--- src/bpredPkg.sv ---
package bpredPkg;

    // table geometry
    localparam int HIST_WIDTH = 4;                           // local history bits per slot
    localparam int PHT_DEPTH  = 1 << HIST_WIDTH;              // one counter per history pattern
    localparam int SLOT_WIDTH = 4;                           // pc index bits for bht and btb
    localparam int SLOT_DEPTH = 1 << SLOT_WIDTH;              // entries in bht and btb
    localparam int PC_WIDTH   = 32;                          // full address
    localparam int TAG_WIDTH  = PC_WIDTH - SLOT_WIDTH - 2;   // what is left above slot and offset

    // two bit saturating counter codes
    localparam logic [1:0] STRONGLY_NOT_TAKEN = 2'b00;
    localparam logic [1:0] WEAKLY_NOT_TAKEN   = 2'b01;
    localparam logic [1:0] WEAKLY_TAKEN       = 2'b10;
    localparam logic [1:0] STRONGLY_TAKEN     = 2'b11;
    localparam logic [1:0] COUNTER_RESET      = WEAKLY_TAKEN;   // counters leave reset leaning taken

    // pc word, seen either as a plain address or split for table lookup
    typedef union packed {
        logic [PC_WIDTH-1:0] raw;                   // address as fetched
        struct packed {
            logic [TAG_WIDTH-1:0]  tag;             // bits 31..6, btb compare
            logic [SLOT_WIDTH-1:0] slot;            // bits 5..2, bht and btb index
            logic [1:0]            byteOffset;      // always zero for aligned code
        } fields;
    } pcWord_u;

endpackage

--- src/branchHistoryTable.sv ---
`timescale 1ns/1ns

// local history per pc slot, untagged so aliasing pcs share a history
module branchHistoryTable import bpredPkg::*; (
    input  logic                  clk,
    input  logic                  reset,
    input  logic [PC_WIDTH-1:0]   fetchPc,          // lookup address from fetch
    input  logic                  resolveValid,     // branch resolved in execute
    input  logic [PC_WIDTH-1:0]   resolvePc,        // address of resolving branch
    input  logic                  resolveTaken,     // outcome to shift in
    output logic [HIST_WIDTH-1:0] fetchHistory,     // history of fetch slot
    output logic                  fetchHistValid,   // fetch slot seen a resolve
    output logic [HIST_WIDTH-1:0] resolveHistory    // pre-update history of resolve slot
);

    pcWord_u fetchWord;                             // split view of fetch pc
    pcWord_u resolveWord;                           // split view of resolve pc

    logic [SLOT_WIDTH-1:0] fetchSlot;
    logic [SLOT_WIDTH-1:0] resolveSlot;

    logic [HIST_WIDTH-1:0] history [SLOT_DEPTH];    // shift registers, newest outcome in bit 0
    logic [SLOT_DEPTH-1:0] histValid;               // slot written at least once

    assign fetchWord.raw   = fetchPc;
    assign resolveWord.raw = resolvePc;

    assign fetchSlot   = fetchWord.fields.slot;     // index bits only
    assign resolveSlot = resolveWord.fields.slot;

    // fetch read port, sees state from before the edge
    assign fetchHistory   = history[fetchSlot];
    assign fetchHistValid = histValid[fetchSlot];

    // resolve read port feeds the pht write index
    assign resolveHistory = history[resolveSlot];   // old value, update lands on the edge

    // update on resolve
    always_ff @(posedge clk or posedge reset) begin
        if (reset) begin
            for (int i = 0; i < SLOT_DEPTH; i++) begin
                history[i] <= '0;                   // histories start clean
            end
            histValid <= '0;                        // nothing trained yet
        end else if (resolveValid) begin
            history[resolveSlot]   <= {history[resolveSlot][HIST_WIDTH-2:0], resolveTaken};
            histValid[resolveSlot] <= 1'b1;         // slot now usable for lookup
        end
    end

endmodule

--- src/patternHistoryTable.sv ---
`timescale 1ns/1ns

// two bit counters indexed by local history
module patternHistoryTable import bpredPkg::*; (
    input  logic                  clk,
    input  logic                  reset,
    input  logic                  readEnable,   // bht slot valid
    input  logic                  fetchHit,     // btb tag match
    input  logic [HIST_WIDTH-1:0] readIndex,    // fetch history
    input  logic                  writeEnable,  // resolve strobe
    input  logic [HIST_WIDTH-1:0] writeIndex,   // history before the resolve shift
    input  logic                  taken,        // resolved outcome
    output logic                  predTaken,
    output logic                  predValid
);

    logic [1:0]           counter [PHT_DEPTH];  // saturating counters
    logic [PHT_DEPTH-1:0] cntValid;             // counter trained at least once

    logic [1:0] writeCount;                     // counter under training
    logic [1:0] nextCount;                      // its value after this resolve

    // prediction read, purely combinational
    assign predValid = readEnable && fetchHit && cntValid[readIndex];
    assign predTaken = predValid && counter[readIndex][1];  // msb set means taken side

    assign writeCount = counter[writeIndex];

    // saturating step
    always_comb begin
        nextCount = writeCount;                 // hold by default
        case (writeCount)
            STRONGLY_NOT_TAKEN: begin
                nextCount = taken ? WEAKLY_NOT_TAKEN : STRONGLY_NOT_TAKEN;  // floor
            end
            WEAKLY_NOT_TAKEN: begin
                nextCount = taken ? WEAKLY_TAKEN : STRONGLY_NOT_TAKEN;
            end
            WEAKLY_TAKEN: begin
                nextCount = taken ? STRONGLY_TAKEN : WEAKLY_NOT_TAKEN;
            end
            STRONGLY_TAKEN: begin
                nextCount = taken ? STRONGLY_TAKEN : WEAKLY_TAKEN;          // ceiling
            end
            default: begin
                nextCount = COUNTER_RESET;
            end
        endcase
    end

    // training
    always_ff @(posedge clk or posedge reset) begin
        if (reset) begin
            for (int i = 0; i < PHT_DEPTH; i++) begin
                counter[i] <= COUNTER_RESET;    // weakly taken
            end
            cntValid <= '0;
        end else if (writeEnable) begin
            cntValid[writeIndex] <= 1'b1;
            if (cntValid[writeIndex]) begin
                counter[writeIndex] <= nextCount;   // first touch only validates
            end
        end
    end

endmodule

--- src/branchTargetBuffer.sv ---
`timescale 1ns/1ns

// direct mapped tagged target store
module branchTargetBuffer import bpredPkg::*; (
    input  logic                clk,
    input  logic                reset,
    input  logic [PC_WIDTH-1:0] fetchPc,        // lookup address
    input  logic                resolveValid,   // branch resolved in execute
    input  logic [PC_WIDTH-1:0] resolvePc,      // resolving branch address
    input  logic                resolveTaken,   // only taken branches allocate
    input  logic [PC_WIDTH-1:0] resolveTarget,  // computed target
    output logic                fetchHit,       // valid entry with matching tag
    output logic [PC_WIDTH-1:0] fetchTarget     // stored target of fetch slot
);

    pcWord_u fetchWord;
    pcWord_u resolveWord;

    logic [SLOT_WIDTH-1:0] fetchSlot;
    logic [SLOT_WIDTH-1:0] resolveSlot;
    logic [TAG_WIDTH-1:0]  fetchTag;
    logic [TAG_WIDTH-1:0]  resolveTag;

    logic [SLOT_DEPTH-1:0] entryValid;                  // control state, reset
    logic [TAG_WIDTH-1:0]  tagMem    [SLOT_DEPTH];      // payload
    logic [PC_WIDTH-1:0]   targetMem [SLOT_DEPTH];      // payload

    logic install;                                      // taken resolve writes the slot

    assign fetchWord.raw   = fetchPc;
    assign resolveWord.raw = resolvePc;

    assign fetchSlot   = fetchWord.fields.slot;
    assign fetchTag    = fetchWord.fields.tag;
    assign resolveSlot = resolveWord.fields.slot;
    assign resolveTag  = resolveWord.fields.tag;

    assign install = resolveValid && resolveTaken;      // not taken leaves entry alone

    // lookup, old contents until the edge
    assign fetchHit    = entryValid[fetchSlot] && (tagMem[fetchSlot] == fetchTag);
    assign fetchTarget = targetMem[fetchSlot];

    // valid bits
    always_ff @(posedge clk or posedge reset) begin
        if (reset) begin
            entryValid <= '0;                           // empty after reset
        end else if (install) begin
            entryValid[resolveSlot] <= 1'b1;
        end
    end

    // tag and target storage
    always_ff @(posedge clk) begin
        if (install) begin
            tagMem[resolveSlot]    <= resolveTag;       // replaces any aliased entry
            targetMem[resolveSlot] <= resolveTarget;
        end
    end

endmodule

--- src/branchPredictor.sv ---
`timescale 1ns/1ns

// local history predictor, bht feeds pht index, btb qualifies and supplies target
module branchPredictor import bpredPkg::*; (
    input  logic                clk,
    input  logic                reset,
    input  logic [PC_WIDTH-1:0] fetchPc,        // if stage address
    input  logic                resolveValid,   // one cycle strobe from execute
    input  logic [PC_WIDTH-1:0] resolvePc,
    input  logic                resolveTaken,
    input  logic [PC_WIDTH-1:0] resolveTarget,
    output logic                predValid,      // all three tables agree
    output logic                predTaken,      // low when predValid low
    output logic [PC_WIDTH-1:0] predTarget      // meaningful only with predValid
);

    logic [HIST_WIDTH-1:0] fetchHistory;        // bht to pht read index
    logic                  fetchHistValid;      // bht slot trained
    logic [HIST_WIDTH-1:0] resolveHistory;      // bht to pht write index
    logic                  fetchHit;            // btb tag match

    branchHistoryTable historyTable (
        .clk            (clk),
        .reset          (reset),
        .fetchPc        (fetchPc),
        .resolveValid   (resolveValid),
        .resolvePc      (resolvePc),
        .resolveTaken   (resolveTaken),
        .fetchHistory   (fetchHistory),
        .fetchHistValid (fetchHistValid),
        .resolveHistory (resolveHistory)
    );

    patternHistoryTable patternTable (
        .clk         (clk),
        .reset       (reset),
        .readEnable  (fetchHistValid),
        .fetchHit    (fetchHit),
        .readIndex   (fetchHistory),
        .writeEnable (resolveValid),
        .writeIndex  (resolveHistory),          // counter the branch actually used
        .taken       (resolveTaken),
        .predTaken   (predTaken),
        .predValid   (predValid)
    );

    branchTargetBuffer targetBuffer (
        .clk           (clk),
        .reset         (reset),
        .fetchPc       (fetchPc),
        .resolveValid  (resolveValid),
        .resolvePc     (resolvePc),
        .resolveTaken  (resolveTaken),
        .resolveTarget (resolveTarget),
        .fetchHit      (fetchHit),
        .fetchTarget   (predTarget)             // straight to the output
    );

endmodule

--- config.mk ---
export PLATFORM = sky130hd
export DESIGN_NAME = branchPredictor
export DESIGN_NICKNAME = d
export VERILOG_FILES = /design/src/bpredPkg.sv /design/src/branchHistoryTable.sv /design/src/patternHistoryTable.sv /design/src/branchTargetBuffer.sv /design/src/branchPredictor.sv
export SDC_FILE = /design/constraint.sdc
export NUM_CORES = 1
export LEC_CHECK = 0
export BUFFER_PORTS_ARGS = -buffer_cell sky130_fd_sc_hd__clkbuf_2
export CORE_ASPECT_RATIO = 1.2
export CORE_UTILIZATION = 45
export CTS_CLUSTER_SIZE = 12
export DETAILED_ROUTE_END_ITERATION = 8
export SLEW_MARGIN = 40
export SYNTH_ARGS = -nofsm -noshare
export SYNTH_HDL_FRONTEND = slang
export SYNTH_HIERARCHICAL = 1
export SYNTH_SLANG_ARGS = --single-unit
--- constraint.sdc ---
create_clock -name clk -period 9.2 [get_ports clk]
set_clock_uncertainty 0.05 [all_clocks]
set_input_delay 0.92 -clock clk [delete_from_list [all_inputs] [get_ports clk]]
set_output_delay 0.92 -clock clk [all_outputs]
set_load 0.005 [all_outputs]
After elaboration in Yosys (flattened, before gate mapping)
Memory sizes are Yosys's and may differ from the RTL's.
Cells that the tools add are included.
- flip-flop bits (word level): 144
- bits in writable memories: 928
- input port bits: 100
- output and inout port bits: 34
- logic and storage cells: 108
- memories kept: 2
- magnitude comparators: 12
- eq/ne operators: 4
- mux-type cells: 37
- bitwise logic cells: 7
- reduce and logical (&&, ||, !) cells: 11
- memory list (name ; words ; bits a word ; read ports ; clocked after memory_dff ; wr ports ; RTL line ; RTL):
    targetBuffer.targetMem ; 16 ; 32 ; 1 ; 0 ; 1 ; branchTargetBuffer.sv:26 ; logic [PC_WIDTH-1:0] targetMem [SLOT_DEPTH];
    targetBuffer.tagMem ; 16 ; 26 ; 1 ; 0 ; 1 ; branchTargetBuffer.sv:25 ; logic [TAG_WIDTH-1:0] tagMem [SLOT_DEPTH];
- operator list (cell ; count):
    $bwmux W64 ; 1
    $or A16 B16 Y16 ; 3
    $bmux W4 S4 ; 2
    $bwmux W32 ; 1
    $eq A26 B26 Y1 ; 1
    $ge A5 B5 Y1 const B ; 4
    $lt A4 B5 Y1 const B ; 4
    $mux W4 ; 5
    $not A4 Y5 ; 4
    $bmux W1 S4 ; 4
    $bmux W2 S4 ; 2
    $demux W4 S4 ; 1
    $mux W2 ; 7
    $lt A5 B1 Y1 const B ; 2
    $mux W1 ; 10
    $logic_and A1 B1 Y1 ; 9
    $demux W1 S4 ; 2
    $demux W2 S4 ; 1
    $ge A4 B1 Y1 const B ; 2
    $pmux W2 S4 ; 1
    $eq A2 B2 Y1 const B ; 2
    $eq A2 B1 Y1 const B ; 1
    $logic_not A2 Y1 ; 1
    $reduce_and A2 Y1 ; 1

Longest topological paths before layout
- depth after elaboration: 11
- depth in mapped cells: 14
- gate-level depth less buffers: 9

By module
The synthesis kept the hierarchy.
- modules (own cells, without submodules) (module ; times used ; cells an instance ; area each (sq um)):
    branchTargetBuffer ; 1 ; 1546 ; 36466.2
    branchHistoryTable ; 1 ; 275 ; 4088.9
    patternHistoryTable ; 1 ; 181 ; 2603.7

Least setup slack after synthesis
OpenSTA, ideal clock, no wires.
- kind: input to register
- from: input resolvePc[3]
- to: register targetBuffer.entryValid[0]
- library setup time: 0.089 ns
- data arrival time: 5.808 ns
- required time: 9.061 ns
- setup slack: 3.253 ns
- stages: 3
- path through: or3_1 -> nor3_1 -> or2_2
- cells in the longest elaborated chain, start to end: 5
- RTL lines (what ; RTL line ; RTL):
    start: declaration ; branchPredictor.sv:9 ; input logic [PC_WIDTH-1:0] resolvePc,
    $lt A4 B5 Y1 (not written as such) / $ge A4 B1 Y1 (equally long branches) ; branchTargetBuffer.sv:49 ; entryValid[resolveSlot] <= 1'b1;
    $logic_and A1 B1 Y1 (not written as such) ; branchTargetBuffer.sv:49 ;
    $mux W1 (not written as such) ; branchTargetBuffer.sv:49 ;
    $demux W1 S4 (*) ; - ;
    $or A16 B16 Y16 (no line) (*) ; - ;
    end signal: assignment ; branchTargetBuffer.sv:47 ; entryValid <= '0;
    end signal: indexed assignment ; branchTargetBuffer.sv:49 ;
    end: declaration ; branchTargetBuffer.sv:24 ; logic [SLOT_DEPTH-1:0] entryValid;
Mark *: on every way between the ends. The rest lies on a longest branch, timed or not.
A chain may end at the register's enable or synchronous reset.

Final worst setup path
- from: input fetchPc[4]
- to: output predTaken
- RTL lines (what ; RTL line ; RTL):
    start: declaration ; branchPredictor.sv:7 ; input logic [PC_WIDTH-1:0] fetchPc,
    $mem_v2 Z16 W26 / $bmux W1 S4 (equally long branches) ; - ;
    $eq A26 B26 Y1 / $mux W1 (equally long branches) ; branchTargetBuffer.sv:41 ; assign fetchHit = entryValid[fetchSlot] && (tagMem[fetchSlot] == fetchTag);
    $logic_and A1 B1 Y1 (*) ; branchTargetBuffer.sv:41 ;
    net fetchHit ; branchPredictor.sv:20 ; logic fetchHit;
    $logic_and A1 B1 Y1 (*) (2 in a row) ; patternHistoryTable.sv:24 ; assign predValid = readEnable && fetchHit && cntValid[readIndex];
    $logic_and A1 B1 Y1 (*) ; patternHistoryTable.sv:25 ; assign predTaken = predValid && counter[readIndex][1];
    end: declaration ; branchPredictor.sv:13 ; output logic predTaken,
The timed path passes the listed nets; every way through them passes the cells marked *. The select of a mux whose other input is x is not followed.

==> key figures <==
Outcome
  – Status: finished clean

Global route
  – GR met3 Demand/Resource: 0.04827
  – Grt met1 use: 0.2765
  – Gr ovfl total: 0
  – Initial antenna violation count: 19
  – Aggregate global-route resource usage: 0.2067
  – Most Crowded Layer GR: met2
  – Largest net degree at the start of global routing: 90
  – Global-route wire length before repair: 146400 um
  – Routing usage on met2: 0.3421
  – Number of global-route vias before repair: between 20000 and 25000

Critical path
  – Critical Path Start Type: primary input
  – Crit Path Max Fanout: 43
  – Crit Path Category: primary input to output pin
  – R2r setup slk: roughly 5800 ps
  – Endpoint class of the critical path: output pin
  – Worst EP required: 8230 ps
  – Arrival time at the worst endpoint: just over 5000 ps

Clock network
  – Resized cells post-CTS: 0
  – CTS tree: built
  – Skew-Pair Late Insertion Delay: 690 ps
  – Max Root-Sink Buffers: 3
  – Htree depth: 3
  – TritonCTS Sinks: around 1100
  – Hold buffer count at cts: 0
  – Post-CTS setup buffers: 0
  – Root Driver: clkbuf_16
  – CTS Buf Count: roughly 110
  – Worst-path clk slew: about 60 ps

Hold path
  – Hold Crit Class: primary input to async pin

Placement
  – Final Wtd Congestion: about 0.84
  – # port buffers: roughly 130
  – Hpwl dp: between 50000 and 60000 um
  – Placed Area: approximately 46000 um2
  – Post-placement worst setup slack: ~3100 ps

Finish
  – Design area: between 40000 and 50000 um2
  – Proportion of layout cells with a drive suffix above 1: 0.3517
  – Fillers: 7514
  – Leading cell type in the layout, fill and taps excluded: edfxtp_1
  – Most frequent cells in the layout: edfxtp_1, mux4_2, dfrtp_1
  – Multi-input gate area: ~11000 um2
  – Reg area: ~31000 um2
  – Layout Nets: 2295
  – Layout area overhead: 13.10%

Route
  – Via count: slightly above 20000
  – ANT nets after route: 0
  – Vias per Instance: approximately 5.9
  – 1st-iter DRT viols: around 1500
  – Routed Wire Length: approximately 99000 um
  – DRC viols: 0
  – Initial DRT Pass Iterations: 6
  – Average wire per standard cell: 28.13 um

Timing
  – Worst setup margin: about 3100 ps
  – Setup tns final: 0 ps
  – Pins Over Slew Limit: 0
  – Tmin final: 6145 ps
  – Slew @ Worst Pin: around 870 ps
  – Achievable frequency: about 160 MHz
  – Final Hold Fails: 0
  – Final period utilization: 0.6679
  – Minimum hold slack: around 370 ps
  – Unrepaired setup endpoints after global routing: false
  – Final setup viols: 0
  – Slew HR: 0.4194

Logic synthesis
  – Yosys cell types: 67
  – Post-synth EDFFs: 928
  – Primary FF master, synth: edfxtp_1
  – YS warnings: 6
  – Post-Syn Area per Cell: between 20 and 25 um2
  – Mapped Cells: around 2000
  – Cell taking the most area after synthesis: edfxtp_1
  – Synth Net Count: about 2100
  – Sequential share of the synthesized area: 0.7296
  – Share of the synthesized area in the top cell type: 0.6457
  – Async set-reset flop share out of synthesis: 0.1343
  – Synth area leaders: edfxtp_1, mux4_2, dfrtp_1
  – Register bit total from synthesis: roughly 1100
  – Synth Cell Area: between 40000 and 50000 um2

Floorplanning
  – DIE HEIGHT: around 340 um
  – Core region area: between 90000 and 100000 um2
  – Die width: between 200 and 300 um
  – Die area: 97160 um2
  – Initial Util: 0.4538
  – Top-Level Pins: around 130
  – Standard-cell rows: 124

Power and ir drop
  – P_leak: between 15 and 20 nW
  – Worst VDD drop: roughly 160 uV
  – Pwr/cell area: ~220 nW/um2

Run
  – Number of max-cap violations: 0
## sequential cells by signal (all words and copies together), names as in the netlist
| register | cells |
|---|---|
| historyTable/history | 64 |
| patternTable/cntValid | 16 |
| targetBuffer/targetMem | 512 |
| targetBuffer/entryValid | 16 |
| targetBuffer/tagMem | 416 |
| patternTable/counter | 32 |
| historyTable/histValid | 16 |
## worst paths after layout
check / from / cells past startpoint / to
max: fetchPc[4] / 12 / predTaken
min: reset / 2 / targetBuffer/entryValid[4]$_DFFE_PP0P_
max reg2reg: historyTable/history[55]$_DFFE_PP0P_ / 8 / patternTable/counter[10]$_DFFE_PP0P_
min reg2reg: historyTable/histValid[2]$_DFFE_PP0P_ / 1 / historyTable/histValid[2]$_DFFE_PP0P_
max in group asynchronous: reset / 3 / historyTable/histValid[5]$_DFFE_PP0P_
min in group clk: historyTable/histValid[2]$_DFFE_PP0P_ / 1 / historyTable/histValid[2]$_DFFE_PP0P_
## cell families (layout without fill, tap and decap cells)
family                     count (synthesis)  in the layout  share of synthesized area
DFF                                     1072           1072                     0.7296
muxes                                    476            476                     0.2082
and+or+nand+nor                          209            209                    0.02473
buffers and inverters                    115            379                    0.01447
AOI/OAI and AO/OA                         99             99                    0.01661
xor gates and xnor gates                  29             29                   0.005885
adders and majority gates                  2              2                  0.0004928
other                                      0              5                          0
## area by class of cell
class | count | area share
flip-flops and latches | 1072 | 0.6452
multi-input cells | 815 | 0.2287
clock buffers | 155 | 0.06021
well taps | 1260 | 0.03230
repair buffers | 180 | 0.02604
clock inverters | 25 | 0.005819
inverters | 19 | 0.001487
diodes | 5 | 0.0002563
## cells in the mapped netlist (18+ instances only)
cell      count
inv_1        18
mux2_2      102
mux4_2      305
edfxtp_1    928
clkbuf_1     39
nand2_1      50
mux2i_1      52
nand3_1      32
or2_2        27
buf_2        25
xnor2_1      19
dfrtp_1     128
nor2_1       40
## worst max-delay path, stage by stage
cell and delay (ps):
buf_6 350, buf_4 730, inv_2 440, mux2i_1 340
xor2_1 160, nand3_1 130, or4_4 600, a2111oi_2 480
and4_1 410, and3_1 260, and2_1 160, clkbuf_2 110
## routing by layer
| metal | vias to the layer above | wire length, um |
|---|---|---|
| met4 | 30 | 1988 |
| met3 | 152 | 5989 |
| li1 | 8732 | - |
| met5 | - | 194 |
| met2 | 555 | 49830 |
| met1 | 11300 | 41320 |
## report_power, final
| part | switching (mW) | internal, mW |
|---|---|---|
| clock network | 1.79 | 2.27 |
| registers | 0.0906 | 5.47 |
| logic | 0.483 | 0.456 |
| total | 2.37 | 8.20 |
## stage by stage
stage | std cells | utilization | total power, mW
floorplan | 2002 | - | 6.300
global placement | 3335 | 0.4762 | 6.558
detailed placement | 3345 | 0.4788 | 6.604
CTS | 3525 | 0.5127 | 10.67
global route | 3526 | 0.5131 | 10.93
finish | 3531 | 0.5132 | 10.56
Note: power is estimated with default switching activity, not from simulation.
